File: src/logic/rx_pack.sv
package rx_pack;

    ////////////////////////////////////////////////////////////
    // datapath widths
    ////////////////////////////////////////////////////////////

    // adc magnitude, without the sign bit
    localparam int adc_w = 8;

    // unfolded code carries the sign on top of the magnitude
    localparam int code_w = adc_w + 1;

    // phase interpolator control word
    localparam int pi_w = 9;

    // cycles between reset release and loop start
    localparam int wait_cycles = 32;

    ////////////////////////////////////////////////////////////
    // vector types
    ////////////////////////////////////////////////////////////

    typedef logic        [adc_w-1:0]  adc_mag_t;
    typedef logic signed [code_w-1:0] code_t;

    // pam4 levels -3, -1, +1, +3
    typedef logic signed [2:0]        sym_t;

    // gray coded decision
    typedef logic        [1:0]        rx_bits_t;

    typedef logic        [pi_w-1:0]   pi_ctl_t;
    typedef logic        [4:0]        max_sel_t;

    // averaging period is 2**ndiv cycles
    typedef logic        [3:0]        ndiv_t;

    typedef logic signed [19:0]       pd_sum_t;

    // phase word is taken from the top pi_w bits
    typedef logic signed [23:0]       phase_acc_t;

    // clock recovery loop states
    typedef enum logic {
        CDR_WAIT,
        CDR_RUN
    } cdr_state_t;

endpackage

File: src/logic/pi_ctl_map.sv
`timescale 1ns/10ps

module pi_ctl_map #(
    parameter int n_pi = 4
) (
    input  logic              clk_adc,
    input  logic              cdr_rstb,
    input  rx_pack::pi_ctl_t  phase_i,
    input  rx_pack::max_sel_t max_sel_i   [n_pi-1:0],
    input  rx_pack::pi_ctl_t  pi_offset_i [n_pi-1:0],
    output rx_pack::pi_ctl_t  pi_ctl_o    [n_pi-1:0]
);
    localparam rx_pack::pi_ctl_t one = rx_pack::pi_ctl_t'(1);

    for (genvar j = 0; j < n_pi; j++) begin : g_pi
        rx_pack::pi_ctl_t scale;
        rx_pack::pi_ctl_t wrapped;

        // range is 16 codes per select step, minus one
        always_comb begin
            scale   = ((rx_pack::pi_ctl_t'(max_sel_i[j]) + one) << 4) - one;
            wrapped = phase_i % scale;
        end

        always_ff @(posedge clk_adc or negedge cdr_rstb) begin
            if (!cdr_rstb) begin
                pi_ctl_o[j] <= '0;
            end else begin
                pi_ctl_o[j] <= wrapped + pi_offset_i[j];
            end
        end
    end

endmodule

File: config.mk
export PLATFORM = sky130hd
export DESIGN_NAME = pi_ctl_map
export DESIGN_NICKNAME = d
export VERILOG_FILES = /design/src/logic/rx_pack.sv /design/src/logic/pi_ctl_map.sv
export SDC_FILE = /design/constraint.sdc
export NUM_CORES = 1
export LEC_CHECK = 0
export ABC_AREA = 1
export BUFFER_PORTS_ARGS = -buffer_cell sky130_fd_sc_hd__buf_2
export CAP_MARGIN = 10
export CORE_AREA = 8 8 184 186
export DETAILED_ROUTE_END_ITERATION = 7
export DIE_AREA = 0 0 192 194
export GPL_TIMING_DRIVEN = 0
export HOLD_SLACK_MARGIN = 0.12
export PLACE_DENSITY = 0.5
export SLEW_MARGIN = 20
export SYNTH_ARGS = -nofsm -noshare
export SYNTH_HDL_FRONTEND = slang
export SYNTH_SLANG_ARGS = --single-unit
File: constraint.sdc
create_clock -name clk_adc -period 0.8 [get_ports clk_adc]
set_clock_uncertainty 0.15 [all_clocks]
set_input_delay 0.08 -clock clk_adc [delete_from_list [all_inputs] [get_ports clk_adc]]
set_output_delay 0.08 -clock clk_adc [all_outputs]
set_load 0.01 [all_outputs]
==> results.py <==
metrics = {
    "run_status": {
        "status": "complete, but fails checks",
        "violations": "hold timing, setup timing",
    },
    "final_layout": {
        "drive_gt1_share_pct": 51.9,
        "fillers": 3007,
        "largest_registers": "pi_ctl_o: 36 flops",
        "layout.nets": 1934,
        "largest_register": "pi_ctl_o",
        "stdcell_area_um2": 14700,
        "stdcell_count": 2162,
        "largest_reg_flops": 36,
        "diodes": 0,
        "area_growth_pct": 61.4,
        "fin_util_pct": 47.3,
    },
    "critical_path": {
        "worst-path-buf-inv": 14,
        "crit_type": "in -> reg",
        "crit_family": "simple AND/OR/NAND/NOR gates",
        "cp_max_fo": 6,
        "cp_slowest_cell": "fa_2",
        "cpMostUsedCell": "ha_4",
        "worstPathArrival_ns": 8.21,
        "critical_path.endpoint_type": "flop",
        "critPathLaunchType": "input pin",
        "slowest_delay_ns": 0.36,
        "cp.required_ns": 0.84,
    },
    "place": {
        "post-place-ws_ns": -9.20,
        "io_buffers": 98,
        "hpwlAfterDp_um": 21000,
        "gp_congestion": 0.856,
        "dpl_cell_area_um2": 10700,
        "placedCellCount": 1908,
    },
    "floorplan": {
        "coreArea_um2": 31100,
        "die_w_um": 192,
        "die_y_um": 194,
        "row_count": 65,
        "start_util_pct": 29.3,
        "io_pins": 103,
        "die_area_um2": 37200,
    },
    "detailed_routing": {
        "drc": 0,
        "dr_total_vias": 10127,
        "drtAntennaViolNets": 0,
        "dr.first_iter.drc_count": 377,
        "avgRoutedWirePerCell_um": 13.6,
        "first_pass_iters": 4,
        "vias_per_cell": 4.68,
        "wl_um": 29400,
    },
    "sta": {
        "rsz0062_at_grt": "true",
        "slew_headroom_pct": 65.1,
        "tightest_slew_ns": 0.524,
        "finalHoldViolCount": 46,
        "setup_viol_count_final": 72,
        "slew_violations": 0,
        "fin_crit_sh_pct": 1020,
        "holdWs_ns": -0.372,
        "maxClockFrequency_mhz": 122,
        "post-route-min-period_ns": 8.17,
        "fin_ws_ns": -7.37,
    },
    "power_and_ir_drop": {
        "ir_worst_vdd_mv": 0.849,
        "p_leak_nw": 7.13,
        "p_per_area_nw_per_um2": 2070,
    },
    "global_routing": {
        "grt_usage_pct": 14.4,
        "antenna_found_initial": 0,
        "first_global_vias": 9628,
        "grt_pass1_wl_um": 45400,
        "grt_overflow": 0,
        "grt_max_degree": 37,
    },
    "cts": {
        "clkTransAtPathRegs_ns": 0.06,
        "cts-root-buf": "clkbuf_16",
        "cts.sinks": 36,
        "cts_buffers": 5,
        "cts_tree": "built",
        "clock_tree.buffer_depth": 2,
        "htreeDepth": 2,
    },
    "flow_run": {
        "max-cap-violations": 0,
    },
    "yosys": {
        "ys_seq_area_share_pct": 9.91,
        "synthDominantCellAreaShare_pct": 14.3,
        "syn-cell-area_um2": 9090,
        "syn_area_per_cell_um2": 6.46,
        "synth.distinct_cells": 58,
        "post-synth-top-area-cell": "ha_1",
        "syn_nets": 1583,
        "yosysWarnings": 0,
        "ys_ff_latch": 36,
        "synth_area_leaders": "ha_1 (14%), nand2_1 (13%), dfrtp_1 (9.9%), inv_1 (8.7%), xor2_1 (7.3%)",
        "synth_cells": 1408,
    },
    "min_path": {
        "hp-class": "in -> async",
    },
}
==> kinds of logic (layout without fill, tap and decap cells) <==
logic type               count (synthesis)  in the layout  synth area share, %
AO/OA/AOI/OAI                          181            181                 11.6
XOR/XNOR                               104            104                 10.2
adder cells (fa/ha/maj)                108            108                 15.2
buffers and inverters                  261            613                 11.8
flip-flops                              36             36                 9.91
multiplexers                             1              1                0.124
AND/OR/NAND/NOR                        717            717                 41.2
==> repair_timing <==
item / 4_1_cts / 5_1_grt
endpoints found under the setup margin: 72 / 84
buffers inserted: 146 / 107
endpoints found under the hold margin: 72 / 66
pin swaps: 151 / 206
gates resized for setup: 191 / 250
==> routing by layer <==
metal | wire length, µm | vias to the layer above | GRT usage [%]
met4 | 414 | 0 | 3.59
met5 | 0 | - | 0
met2 | 15200 | 112 | 25.8
met3 | 764 | 21 | 1.49
met1 | 13000 | 4718 | 17.9
li1 | - | 5276 | -
==> layout make-up <==
type                       count  area (µm²)  share of cell area [%]
inverter                     246        1020                    6.97
sequential                    36         901                    6.14
multi-input combinational   1111        9370                    63.8
buffer                        15         141                   0.963
timing repair buffer         344        2560                    17.5
tap                          402         503                    3.43
clock buffer                   7         153                    1.04
clock inverter                 1        30.0                   0.205
==> cells in the mapped netlist, drive strengths merged <==
| cell | instances |
|---|---|
| ha | 104 |
| o311a | 2 |
| and2 | 2 |
| nand2 | 389 |
| inv | 243 |
| o31ai | 1 |
| xnor2 | 27 |
| xor2 | 77 |
| mux2 | 1 |
| o21bai | 5 |
| o21ai | 92 |
| nand4 | 36 |
| nor4 | 4 |
| o21a | 2 |
| a211oi | 1 |
| a31oi | 1 |
| nand3b | 4 |
| a221oi | 1 |
| buf | 14 |
| a32o | 1 |
| a21o | 7 |
| clkinv | 3 |
| o22ai | 5 |
| nand3 | 150 |
| clkbuf | 1 |
| fa | 4 |
| nor2 | 112 |
| nor3 | 15 |
| or2 | 5 |
| dfrtp | 36 |
| a21oi | 60 |
| o211ai | 3 |
==> through the flow <==
| stage | setup TNS (ns) | total power [mW] | hold slack [ns] |
|---|---|---|---|
| after detailed placement | -302.89 | 20.1 | 0.105 |
| after global routing | -268.64 | 33.1 | -0.319 |
| final | -251.18 | 30.4 | -0.372 |
| after floorplan | -234.28 | 16.4 | -0.366 |
| after CTS | -250.08 | 26.6 | -0.222 |
| after global placement | -299.90 | 19.9 | 0.100 |
==> power breakdown <==
part / internal, mW / switching, mW / total, mW
Clock: 1.64 / 0.810 / 2.45
Combinational: 11.8 / 13.1 / 24.9
Sequential: 2.85 / 0.217 / 3.07
Total: 16.2 / 14.1 / 30.4
==> cell usage in the layout (no fill, tap or decap), types with 5 or more instances in the layout <==
master	instances
nand2_1	265
buf_4	227
inv_1	145
nand3_1	97
buf_2	85
nand2_2	82
inv_2	72
xor2_1	60
ha_4	57
nor2_1	55
ha_1	44
nand2_4	40
nand3_2	38
dfrtp_1	36
o21ai_1	34
buf_6	33
nor2_2	32
a21oi_2	31
nand4_1	26
nor2_4	25
a21oi_1	24
o21ai_2	24
o21ai_4	19
inv_4	18
o21ai_0	15
nand3_4	15
xnor2_2	14
xor2_2	14
xnor2_1	13
nand4_4	8
buf_8	8
a21o_1	7
nor3_4	6
nor3_1	5
a21oi_4	5
clkbuf_16	5
==> worst paths after layout <==
kind	startpoint	endpoint	slack (ns)	cells past startpoint
min in group clk_adc	pi_offset_i[27]	pi_ctl_o[27]	-0.12	2
max in group asynchronous	cdr_rstb	pi_ctl_o[35]	0.50	1
worst max-delay path	max_sel_i[16]	pi_ctl_o[35]	-7.37	65
worst min-delay path	cdr_rstb	pi_ctl_o[8]	-0.37	1
Power figures use the tool's default switching activity.
