--- src/logic/rx_pack.sv ---
package rx_pack;

    ////////////////////////////////////////////////////////////
    // datapath widths
    ////////////////////////////////////////////////////////////

    // adc magnitude, without the sign bit
    localparam int adc_w = 8;

    // unfolded code carries the sign on top of the magnitude
    localparam int code_w = adc_w + 1;

    // phase interpolator control word
    localparam int pi_w = 9;

    // cycles between reset release and loop start
    localparam int wait_cycles = 32;

    ////////////////////////////////////////////////////////////
    // vector types
    ////////////////////////////////////////////////////////////

    typedef logic        [adc_w-1:0]  adc_mag_t;
    typedef logic signed [code_w-1:0] code_t;

    // pam4 levels -3, -1, +1, +3
    typedef logic signed [2:0]        sym_t;

    // gray coded decision
    typedef logic        [1:0]        rx_bits_t;

    typedef logic        [pi_w-1:0]   pi_ctl_t;
    typedef logic        [4:0]        max_sel_t;

    // averaging period is 2**ndiv cycles
    typedef logic        [3:0]        ndiv_t;

    typedef logic signed [19:0]       pd_sum_t;

    // phase word is taken from the top pi_w bits
    typedef logic signed [23:0]       phase_acc_t;

    // clock recovery loop states
    typedef enum logic {
        CDR_WAIT,
        CDR_RUN
    } cdr_state_t;

endpackage

--- src/logic/pam4_slicer.sv ---
`timescale 1ns/10ps

module pam4_slicer #(
    parameter int n_lanes = 16
) (
    input  logic              clk_adc,
    input  logic              cdr_rstb,
    input  rx_pack::code_t    code_i    [n_lanes-1:0],
    input  rx_pack::code_t    slice_lo_i,
    input  rx_pack::code_t    slice_mid_i,
    input  rx_pack::code_t    slice_hi_i,
    output rx_pack::sym_t     sym_o     [n_lanes-1:0],
    output rx_pack::rx_bits_t rx_bits_o [n_lanes-1:0]
);
    localparam rx_pack::sym_t sym_p3 = 3;
    localparam rx_pack::sym_t sym_p1 = 1;
    localparam rx_pack::sym_t sym_n1 = -1;
    localparam rx_pack::sym_t sym_n3 = -3;

    for (genvar k = 0; k < n_lanes; k++) begin : g_lane
        rx_pack::sym_t     sym_d;
        rx_pack::rx_bits_t bits_d;

        // strict compare against each level
        always_comb begin
            if (code_i[k] > slice_hi_i) begin
                sym_d  = sym_p3;
                bits_d = 2'b10;
            end else if (code_i[k] > slice_mid_i) begin
                sym_d  = sym_p1;
                bits_d = 2'b11;
            end else if (code_i[k] > slice_lo_i) begin
                sym_d  = sym_n1;
                bits_d = 2'b01;
            end else begin
                sym_d  = sym_n3;
                bits_d = 2'b00;
            end
        end

        // reset state matches the -3 decision
        always_ff @(posedge clk_adc or negedge cdr_rstb) begin
            if (!cdr_rstb) begin
                sym_o[k]     <= sym_n3;
                rx_bits_o[k] <= 2'b00;
            end else begin
                sym_o[k]     <= sym_d;
                rx_bits_o[k] <= bits_d;
            end
        end
    end

endmodule

--- config.mk ---
export PLATFORM = sky130hd
export DESIGN_NAME = pam4_slicer
export DESIGN_NICKNAME = d
export VERILOG_FILES = /design/src/logic/rx_pack.sv /design/src/logic/pam4_slicer.sv
export SDC_FILE = /design/constraint.sdc
export NUM_CORES = 1
export LEC_CHECK = 0
export BUFFER_PORTS_ARGS = -buffer_cell sky130_fd_sc_hd__clkbuf_2
export CAP_MARGIN = 20
export CORE_ASPECT_RATIO = 0.5
export CORE_MARGIN = 2
export CORE_UTILIZATION = 35
export CTS_BUF_LIST = sky130_fd_sc_hd__clkbuf_4
export DETAILED_ROUTE_END_ITERATION = 12
export HOLD_SLACK_MARGIN = 0.06
export PLACE_DENSITY = 0.66
export RECOVER_POWER = 25
export SLEW_MARGIN = 20
export SYNTH_ARGS = -nofsm -noshare
export SYNTH_HDL_FRONTEND = slang
export SYNTH_SLANG_ARGS = --single-unit
export TNS_END_PERCENT = 30
--- constraint.sdc ---
create_clock -name clk_adc -period 0.8 [get_ports clk_adc]
set_clock_uncertainty 0.05 [all_clocks]
set_input_delay 0.12 -clock clk_adc [delete_from_list [all_inputs] [get_ports clk_adc]]
set_output_delay 0.12 -clock clk_adc [all_outputs]
set_load 0.03 [all_outputs]
==> results by group <==
Worst setup path
  • CP peak stage delay: around 420 ps
  • CP top delay family: compound AO/OA/AOI/OAI gates
  • Worst path required time: 1250 ps
  • Crit path max fanout: 8
  • Critical-path top delay cell: a2111o_1
  • CP Capture Type: flip-flop
  • Worst Path Buf+Inv: 3
  • Setup Crit Path Kind: input port to flip-flop
  • Worst setup SP type: input port
  • Crit path arrival time: 2080 ps
  • Critical path cell sequence: buf_6 > clkinvlp_4 > buf_12 > ha_4 > a211o_1 > a221o_1 > a2111o_1 > a31oi_4 > a21boi_2

Timing
  • RSZ-0062 raised after global routing: yes
  • Peak Freq: 613 MHz
  • Period utilization: 204%
  • Final hold viol count: 0
  • Slew HR: 64.3%
  • Tmin final: about 1600 ps
  • Setup slack after layout: -831 ps
  • Final setup fails: 128
  • Worst-Margin Slew: between 500 and 600 ps
  • Pins Over Slew Limit: 0
  • Fin Hold WS: 12.6 ps

Clock network
  • CTS clk-pin slew, worst paths: 130 ps
  • Clock sink count: 64
  • Number of CTS-inserted buffers: 9
  • CTS max path bufs: 2
  • H-tree levels: 3
  • Hold bufs inserted after CTS: 1
  • CTS tree: built
  • Clk root buf: clkbuf_4

Floorplanning
  • CORE AREA: approximately 33000 um2
  • Starting density of the core: 35.8%
  • FP Rows: 47
  • Die Height: between 100 and 150 um
  • I/O pin cnt: 253
  • Overall die area: 35500 um2
  • Die width: 265 um

Pwr
  • Pwr/cell area: between 1000 and 1500 nW/um2
  • Static Leak: 8.99 nW
  • Peak supply drop: 0.588 mV

Logic synthesis
  • Synth Area in Adders: 45.5%
  • Synthesis Warnings: 0
  • Syn Area/Cell: 9.00 um2
  • Post-synth EDFFs: 0
  • Mapped cell area: approximately 12000 um2
  • Mapped Cells: 1320
  • Main area contributors after synthesis: ha_1, dfrtp_1, a21oi_1
  • Unique masters post-synth: 57
  • Post-synthesis mux area share: less than 1%
  • Top cell type's share of synthesized area: between 40% and 50%
  • Async SR Flop Fraction: 100%
  • Post-synth top flop: dfrtp_1
  • Compound-Gate Fraction of Synth Area: 22.1%
  • Largest family of logic cells by synthesized area: adder cells
  • Post-synthesis simple-gate area fraction: 14.7%
  • Yosys reg bits: between 60 and 70
  • Post-synth top area cell: ha_1
  • Xor/xnor share of the synthesized area: 0%
  • Seq/Total Area, Yosys: 13.6%

Global routing
  • Vias in the first global route: 13200
  • Initial antenna violation count: 5
  • Largest net degree at the start of global routing: 33
  • All-layer global routing usage: 25.9%
  • Global route total overflow: 0
  • First-pass GRT wire length: 70500 um

Routing
  • Routed WL: ~47000 um
  • DRT iter0 DRCs: 706
  • DR vias: between 10000 and 15000
  • Antenna-violating nets left: 0
  • WL per Instance: roughly 20 um
  • Remaining DRCs: 0
  • DRT Pass-1 Iters: 5
  • Vias per cell: 5.64

Finish
  • Nets: 2471
  • Core Util, Final: between 50% and 60%
  • Fraction of layout cells with a size suffix above 1: 41.4%
  • Layout overhead on the synthesized area: 57.1%
  • Final Non-Filler Cells: ~2300

Place
  • Gpl congestion: ~0.92
  • Inst Count DP: 2271
  • Port-buffer cells: 236
  • Setup WS pre-CTS: -1580 ps
  • Detailed Place HPWL: 36000 um

Run
  • Max-cap violations: 0

Run status
  • Status: finished with violations
  • Failing checks: negative setup slack

Worst hold path
  • Worst hold-check path type: input port to flip-flop
[path summary, 6_finish.rpt]
check | slack (ps) | cells past startpoint | to | start
max | -830 | 9 | rx_bits_o[14] | slice_hi_i[2]
max in group asynchronous | 110 | 3 | sym_o[5] | cdr_rstb
min in group asynchronous | 160 | 3 | rx_bits_o[22] | cdr_rstb
min | 10 | 4 | sym_o[32] | code_i[98]
[final cells by class]
| class | instances | area, um2 |
|---|---|---|
| Inverter | 93 | 405 |
| Timing Repair Buffer | 536 | 4600 |
| Tap cell | 441 | 552 |
| Clock inverter | 6 | 60.1 |
| Antenna cell | 6 | 15.0 |
| Multi-Input combinational cell | 1162 | 11300 |
| Sequential cell | 64 | 1620 |
| Clock buffer | 10 | 75.1 |
| Fill cell | 2756 | 14600 |
[placed cells by master, fill, tap and decap left out, types with 20 or more instances in the layout]
master,netlist,routed
nor2b_1,30,25
nand2_1,55,54
a21o_1,29,29
buf_12,0,27
nand3_1,43,38
and3_1,28,28
a21oi_1,85,73
nand4_1,35,35
clkbuf_2,0,162
ha_4,0,56
nor2_1,78,72
o21ai_0,57,26
o21ai_1,0,28
buf_6,0,23
inv_1,93,76
a211oi_1,36,20
dfrtp_1,48,48
buf_8,0,70
ha_1,432,376
buf_4,16,246
[routing by layer]
metal	vias to the layer above	share of wire (%)	global-route usage, %
met4	0	5.5	15.2
met2	444	49	45.1
met3	168	5.5	5.23
met5	-	0	0
li1	6279	-	-
met1	6180	40	29.6
[cells in the mapped netlist, types with 5 or more instances]
cell and instances:
nand4_1 35, o22ai_1 6, nor2_1 78, ha_1 432, a21o_1 29, or2_2 8
a311o_1 11, dfstp_2 16, o31ai_1 12, inv_1 93, nor2b_1 30, and2_1 9
a31oi_1 19, a211oi_1 36, nor3_1 14, and3_1 28, dfrtp_1 48, a211o_1 8
buf_4 16, a21oi_1 85, nand3_1 43, o21ai_0 57, nand2b_1 7, o211ai_1 16
a311oi_1 11, o221ai_1 17, a21boi_0 5, a221oi_1 11, and4_1 13, o21a_1 14
nand2_1 55
[power by group]
| group | internal [mW] | switching (mW) | total [mW] | leakage (nW) |
|---|---|---|---|---|
| Combinational | 6.14 | 6.53 | 12.7 | 8.23 |
| Sequential | 3.78 | 0.356 | 4.14 | 0.690 |
| Clock | 0.964 | 1.56 | 2.52 | 0.0738 |
[cells by family (layout without fill, tap and decap cells)]
| group | Yosys count | after routing |
|---|---|---|
| adder cells (fa/ha/maj) | 432 | 432 |
| AO/OA/AOI/OAI | 378 | 378 |
| AND/OR/NAND/NOR | 334 | 334 |
| buffers and inverters | 109 | 645 |
| flip-flops | 64 | 64 |
| multiplexers | 2 | 2 |
| other | 1 | 22 |
[registers in the layout, indices dropped and copies added (netlist names)]
register and cells:
sym_o 32, rx_bits_o 32
[stage by stage]
step	power, mW	TNS [ps]	area, um2
final	19.3	-74580	18700
after global routing	20.7	-79260	18700
after CTS	18.1	-75630	17800
after detailed placement	13.9	-89860	16100
after global placement	13.8	-88460	16100
after floorplan	9.62	-61940	12100
[timing repair]
action / 4_1_cts / 5_1_grt
gates resized for setup: 270 / 197
buffers inserted: 17 / 9
endpoints found under the setup margin: 128 / 128
pin swaps: 57 / 74
gates cloned: 1 / 0
endpoints found under the hold margin: 85 / 30
(Power assumes the default switching activity.)
