$ cat config.mk
export PLATFORM = sky130hd
export DESIGN_NAME = adc_frontend
export DESIGN_NICKNAME = d
export VERILOG_FILES = /design/src/logic/rx_pack.sv /design/src/logic/adc_frontend.sv /design/src/logic/adc_unfold_cal.sv
export SDC_FILE = /design/constraint.sdc
export NUM_CORES = 2
export LEC_CHECK = 0
export BUFFER_PORTS_ARGS = -buffer_cell sky130_fd_sc_hd__buf_4
export CAP_MARGIN = 10
export CORE_ASPECT_RATIO = 1.4
export CORE_MARGIN = 2
export CORE_UTILIZATION = 60
export CTS_CLUSTER_SIZE = 30
export DETAILED_ROUTE_END_ITERATION = 8
export HOLD_SLACK_MARGIN = 0.12
export MAX_ROUTING_LAYER = met4
export PLACE_DENSITY = 0.78
export SYNTH_ARGS = -nofsm -noshare
export SYNTH_HDL_FRONTEND = slang
export SYNTH_HIERARCHICAL = 1
export SYNTH_SLANG_ARGS = --single-unit
$ cat constraint.sdc
create_clock -name clk_adc -period 5.7 [get_ports clk_adc]
set_clock_uncertainty 0.15 [all_clocks]
set_input_delay 0.57 -clock clk_adc [delete_from_list [all_inputs] [get_ports clk_adc]]
set_output_delay 0.57 -clock clk_adc [all_outputs]
set_load 0.02 [all_outputs]
$ cat src/logic/rx_pack.sv
package rx_pack;

    ////////////////////////////////////////////////////////////
    // datapath widths
    ////////////////////////////////////////////////////////////

    // adc magnitude, without the sign bit
    localparam int adc_w = 8;

    // unfolded code carries the sign on top of the magnitude
    localparam int code_w = adc_w + 1;

    // phase interpolator control word
    localparam int pi_w = 9;

    // cycles between reset release and loop start
    localparam int wait_cycles = 32;

    ////////////////////////////////////////////////////////////
    // vector types
    ////////////////////////////////////////////////////////////

    typedef logic        [adc_w-1:0]  adc_mag_t;
    typedef logic signed [code_w-1:0] code_t;

    // pam4 levels -3, -1, +1, +3
    typedef logic signed [2:0]        sym_t;

    // gray coded decision
    typedef logic        [1:0]        rx_bits_t;

    typedef logic        [pi_w-1:0]   pi_ctl_t;
    typedef logic        [4:0]        max_sel_t;

    // averaging period is 2**ndiv cycles
    typedef logic        [3:0]        ndiv_t;

    typedef logic signed [19:0]       pd_sum_t;

    // phase word is taken from the top pi_w bits
    typedef logic signed [23:0]       phase_acc_t;

    // clock recovery loop states
    typedef enum logic {
        CDR_WAIT,
        CDR_RUN
    } cdr_state_t;

endpackage

$ cat src/logic/adc_frontend.sv
`timescale 1ns/10ps

module adc_frontend #(
    parameter int n_lanes = 16,
    parameter int n_banks = 4
) (
    input  logic              clk_adc,
    input  logic              cdr_rstb,
    input  rx_pack::adc_mag_t adc_mag_i  [n_lanes-1:0],
    input  logic              adc_sign_i [n_lanes-1:0],
    input  logic              en_cal_i,
    input  rx_pack::ndiv_t    ndiv_i,
    output rx_pack::code_t    code_o     [n_lanes-1:0]
);
    localparam int lanes_per_bank = n_lanes / n_banks;
    localparam int cnt_w = 2**$bits(rx_pack::ndiv_t) - 1;

    rx_pack::adc_mag_t mag_q  [n_lanes-1:0];
    logic              sign_q [n_lanes-1:0];
    logic [cnt_w-1:0]  avg_cnt_q;
    logic [cnt_w-1:0]  avg_mask;
    logic              period_end;
    logic              update_q;

    ////////////////////////////////////////////////////////////
    // frame register with bank transpose
    ////////////////////////////////////////////////////////////

    for (genvar gb = 0; gb < n_banks; gb++) begin : g_bank
        for (genvar gs = 0; gs < lanes_per_bank; gs++) begin : g_slot
            localparam int src = gb * lanes_per_bank + gs;
            localparam int dst = gs * n_banks + gb;

            always_ff @(posedge clk_adc or negedge cdr_rstb) begin
                if (!cdr_rstb) begin
                    mag_q[dst]  <= '0;
                    sign_q[dst] <= 1'b0;
                end else begin
                    mag_q[dst]  <= adc_mag_i[src];
                    sign_q[dst] <= adc_sign_i[src];
                end
            end
        end
    end

    // averaging pulse, one cycle in every 2**ndiv
    always_comb begin
        avg_mask   = {cnt_w{1'b1}} >> (cnt_w - int'(ndiv_i));
        period_end = (avg_cnt_q >= avg_mask);
    end

    always_ff @(posedge clk_adc or negedge cdr_rstb) begin
        if (!cdr_rstb) begin
            avg_cnt_q <= '0;
            update_q  <= 1'b0;
        end else begin
            avg_cnt_q <= period_end ? '0 : avg_cnt_q + 1'b1;
            update_q  <= period_end;
        end
    end

    for (genvar k = 0; k < n_lanes; k++) begin : g_unfold
        adc_unfold_cal u_unfold (
            .clk_adc  (clk_adc),
            .cdr_rstb (cdr_rstb),
            .mag_i    (mag_q[k]),
            .sign_i   (sign_q[k]),
            .update_i (update_q),
            .en_cal_i (en_cal_i),
            .ndiv_i   (ndiv_i),
            .code_o   (code_o[k])
        );
    end

endmodule

$ cat src/logic/adc_unfold_cal.sv
`timescale 1ns/10ps

module adc_unfold_cal (
    input  logic              clk_adc,
    input  logic              cdr_rstb,
    input  rx_pack::adc_mag_t mag_i,
    input  logic              sign_i,
    input  logic              update_i,
    input  logic              en_cal_i,
    input  rx_pack::ndiv_t    ndiv_i,
    output rx_pack::code_t    code_o
);
    // room for 2**15 codes in the running sum
    localparam int sum_w  = rx_pack::code_w + 2**$bits(rx_pack::ndiv_t) - 1;
    localparam int diff_w = rx_pack::code_w + 1;

    typedef logic signed [sum_w-1:0] cal_sum_t;

    localparam rx_pack::code_t code_max = {1'b0, {(rx_pack::code_w-1){1'b1}}};
    localparam rx_pack::code_t code_min = {1'b1, {(rx_pack::code_w-1){1'b0}}};

    rx_pack::code_t           mag_ext;
    rx_pack::code_t           raw_code;
    cal_sum_t                 sum_q;
    cal_sum_t                 sum_next;
    rx_pack::code_t           offset_q;
    logic signed [diff_w-1:0] diff;
    rx_pack::code_t           code_sat;

    ////////////////////////////////////////////////////////////
    // sign/magnitude unfolding
    ////////////////////////////////////////////////////////////

    always_comb begin
        mag_ext  = rx_pack::code_t'({1'b0, mag_i});
        raw_code = sign_i ? mag_ext : -mag_ext;
    end

    // current sample closes the period on the update cycle
    assign sum_next = sum_q + cal_sum_t'(raw_code);

    // offset removal, one extra bit to catch overflow
    always_comb begin
        diff = {raw_code[rx_pack::code_w-1], raw_code}
             - {offset_q[rx_pack::code_w-1], offset_q};

        if (diff[diff_w-1] == diff[diff_w-2]) begin
            code_sat = diff[rx_pack::code_w-1:0];
        end else if (diff[diff_w-1]) begin
            code_sat = code_min;
        end else begin
            code_sat = code_max;
        end
    end

    ////////////////////////////////////////////////////////////
    // offset averaging
    ////////////////////////////////////////////////////////////

    always_ff @(posedge clk_adc or negedge cdr_rstb) begin
        if (!cdr_rstb) begin
            sum_q    <= '0;
            offset_q <= '0;
        end else if (!en_cal_i) begin
            // calibration off, no offset
            sum_q    <= '0;
            offset_q <= '0;
        end else if (update_i) begin
            offset_q <= rx_pack::code_t'(sum_next >>> ndiv_i);
            sum_q    <= '0;
        end else begin
            sum_q <= sum_next;
        end
    end

    always_ff @(posedge clk_adc or negedge cdr_rstb) begin
        if (!cdr_rstb) begin
            code_o <= '0;
        end else begin
            code_o <= code_sat;
        end
    end

endmodule

==> impl_metrics.py <==
metrics = {
    "power_and_ir_drop": {
        "power_frac_comb_pct": 64.7,
        "p_leak_nw": 35.3,
        "finalPower_mw": 42.5,
        "powerDensity_mw_per_mm2": 532,
        "ir_worst_vdd_mv": 0.402,
        "switchingPower_mw": 20.4,
        "clock_power_share_pct": 15.1,
        "netSwitchingFraction_pct": 47.9,
        "internal_power_mw": 22.2,
        "seqPwrFrac_pct": 20.1,
    },
    "critical_path": {
        "end_kind": "flip-flop",
        "crit_path_start_kind": "flip-flop",
        "reg2reg_slack_ns": 1.18,
        "setup.worst_path.class": "flip-flop to flip-flop",
        "r2r-end": "g_unfold[0].u_unfold/offset_q[3]$_DFFE_PN0P_",
        "r2r_cells": 13,
        "r2r-start": "mag_q[2]$_DFF_PN0_",
        "crit_arrival_ns": 4.97,
        "cp.required_ns": 6.15,
        "worst-path-max-fanout": 17,
    },
    "timing": {
        "slew_viol_final": 0,
        "period_needed_ns": 4.52,
        "worst-slew-pin-transition_ns": 1.17,
        "layout_setup_ws_ns": 1.18,
        "finalSetupTns_ns": 0,
        "hold_violations": 0,
        "fin_crit_sh_pct": 79.2,
        "slew_headroom_pct": 21.7,
        "fmax_mhz": 221,
        "rsz0062_at_grt": "no",
        "setup_viol": 0,
        "whs_ns": 0.197,
    },
    "routing": {
        "drc": 0,
        "antenna_left": 0,
        "viasPerCell": 6.54,
        "wl_per_cell_um": 20.5,
        "drt_wl_total_um": 209000,
        "drt_iter0_drc": 6274,
        "dr_total_vias": 66800,
        "dr.pass1.iters": 7,
    },
    "synth": {
        "yosysUniqueCellTypes": 133,
        "syn_area_mm2": 0.0724,
        "synthCells": 8413,
        "yosysSeqAreaShare_pct": 28.8,
        "synth_seq_cells": 832,
        "syn_avg_cell_area_um2": 8.60,
        "synthFlopType": "dfrtp_1",
        "yosysWarningCount": 6,
        "synth_edf_count": 0,
        "syn-num-nets": 9140,
        "synth-async-reset-ratio_pct": 100,
    },
    "die": {
        "dieArea_mm2": 0.123,
        "die_w_um": 297,
        "core_mm2": 0.120,
        "pin_count": 295,
        "die_h_um": 415,
        "start_util_pct": 60.5,
        "num_rows": 150,
    },
    "grt": {
        "top_usage_layer": "met2",
        "grt_pass1_vias": 66000,
        "grt_usage_pct": 34.0,
        "use_met1_pct": 39.6,
        "grt_pass1_wl_um": 339000,
        "grt-ovfl-total": 0,
        "grt_max_degree": 139,
        "antenna_found_initial": 3,
        "met2_usage_pct": 58.7,
        "grt_use_met3_pct": 3.79,
    },
    "place": {
        "numPortBuffers": 294,
        "pre_cts_ws_ns": 1.26,
        "place_congestion": 0.951,
        "dp.final_hpwl_um": 150000,
        "place_area_mm2": 0.0753,
    },
    "final_layout": {
        "area_growth_pct": 10.4,
        "final_area_mm2": 0.0799,
        "layout_commonest_cell": "nor2_1",
        "drive_above_1_share_pct": 10.7,
        "mostFrequentLayoutCells": "nor2_1 (895), dfrtp_1 (831), a21oi_1 (683), nand2_1 (671), ha_1 (544)",
        "nets": 9274,
    },
    "run_status": {
        "outcome": "completed",
    },
    "clocking": {
        "clk_pin_slew_ns": 0.06,
        "cts-root-buf": "clkbuf_16",
        "cts_buffer_depth": 3,
        "cts_max_level": 3,
        "cts.sinks": 832,
        "clk_latency_ns": 0.73,
        "cts_tree": "built",
        "cts_buffers": 91,
    },
    "hold_path": {
        "min-delay-start": "ndiv_i[3]",
        "min_path_cells": 3,
        "whs_endpoint": "g_unfold[8].u_unfold/offset_q[0]$_DFFE_PN0P_",
        "hold_class": "input port to flip-flop",
    },
    "run": {
        "maxCapViolCount": 0,
    },
}
power groups by stage:
stage          clock network (mW)  registers [mW]  logic [mW]
4_1_cts                      6.57            8.54        27.0
2_1_floorplan                   0            9.01        19.7
3_5_place_dp                    0            8.63        26.7
6_report                     6.44            8.55        27.5
3_3_place_gp                    0            8.58        26.3
5_1_grt                      6.81            8.71        30.0
layout make-up:
type,instances,area (um^2)
Timing Repair Buffer,509,4320
Multi-Input combinational cell,6743,48200
Fill cell,9743,39600
Clock buffer,114,2460
Tap cell,1596,2000
Antenna cell,3,7.51
Inverter,370,1390
Clock inverter,55,729
Sequential cell,832,20800
worst max path at each step:
stage	start	end	slack (ns)	depth (start not counted)
2_1_floorplan	mag_q[16]$_DFF_PN0_	g_unfold[2].u_unfold/offset_q[5]$_DFFE_PN0P_	1.41	16
3_3_place_gp	mag_q[32]$_DFF_PN0_	g_unfold[4].u_unfold/offset_q[7]$_DFFE_PN0P_	1.32	16
3_5_place_dp	mag_q[40]$_DFF_PN0_	g_unfold[5].u_unfold/offset_q[2]$_DFFE_PN0P_	1.26	15
4_1_cts	mag_q[40]$_DFF_PN0_	g_unfold[5].u_unfold/offset_q[2]$_DFFE_PN0P_	1.26	15
5_1_grt	mag_q[72]$_DFF_PN0_	g_unfold[9].u_unfold/offset_q[0]$_DFFE_PN0P_	0.87	16
6_report	mag_q[2]$_DFF_PN0_	g_unfold[0].u_unfold/offset_q[3]$_DFFE_PN0P_	1.18	13
cells in the mapped netlist, types with 63 or more instances:
cell type    n  area, um^2
buf_2       72         360
and2_1     137         857
o211ai_1   125         938
mux2_2      63         709
ha_1       544        6810
nand4_1    100         626
dfrtp_1    832       20800
inv_1      357        1340
clkbuf_1   326        1220
nor3_1     156         781
nand3_1    196         981
mux4_2      92        2070
nand2b_1    71         444
a21o_1     187        1400
or3_1       64         400
o21ai_0    354        1770
nand2_1    671        2520
a211oi_1   102         766
o21a_1      78         586
a31oi_1    147         920
mux2i_1    194        1940
and3_1      81         507
nor2_1     895        3360
a21oi_1    683        3420
xor2_1     269        2360
nor2b_1     65         407
xnor2_1    263        2300
critical path, stage by stage (launching register included):
cell,delay [ns]
dfrtp_1,0.41
or3_1,0.38
nor3b_1,0.26
a21oi_1,0.10
buf_4,0.23
ha_1,0.46
a21oi_1,0.37
o22ai_2,0.17
or3_1,0.39
o211ai_1,0.32
nor2_1,0.10
nor4_1,0.42
o22ai_1,0.23
a221o_1,0.41
flip-flops by register name (all words and copies together), names as in the netlist:
name	cells
sign_q	16
update_q	1
g_unfold.u_unfold/offset_q	144
mag_q	128
avg_cnt_q	15
g_unfold.u_unfold/code_o	144
g_unfold.u_unfold/sum_q	384
layer usage:
| metal | vias to the layer above | wire [um] |
|---|---|---|
| li1 | 31300 | - |
| met1 | 32400 | 82700 |
| met2 | 2540 | 105000 |
| met3 | 650 | 11500 |
| met4 | 0 | 9580 |
| met5 | - | 0 |
through the flow:
| stage | std cells | util (%) |
|---|---|---|
| floorplan | 8413 | - |
| global placement | 9905 | 63.0 |
| detailed placement | 9905 | 63.0 |
| CTS | 10200 | 66.8 |
| global route | 10200 | 66.8 |
| finish | 10200 | 66.8 |
cell families after synthesis:
logic type / Yosys count / share of synthesized area [%]
simple gates: 2654 / 17.3
compound gates: 2570 / 24.8
buf+inv: 838 / 4.64
flops: 832 / 28.8
fa+ha+maj: 608 / 10.7
xor+xnor: 547 / 6.78
mux: 364 / 6.93
what timing repair did:
item / in CTS / in global routing
hold buffers: 145 / 0
endpoints found under the hold margin: 195 / 0
buffers inserted: 0 / 0
setup endpoints to repair: 0 / 0
resized for setup: 0 / 0
Note: power is estimated with default switching activity, not from simulation.
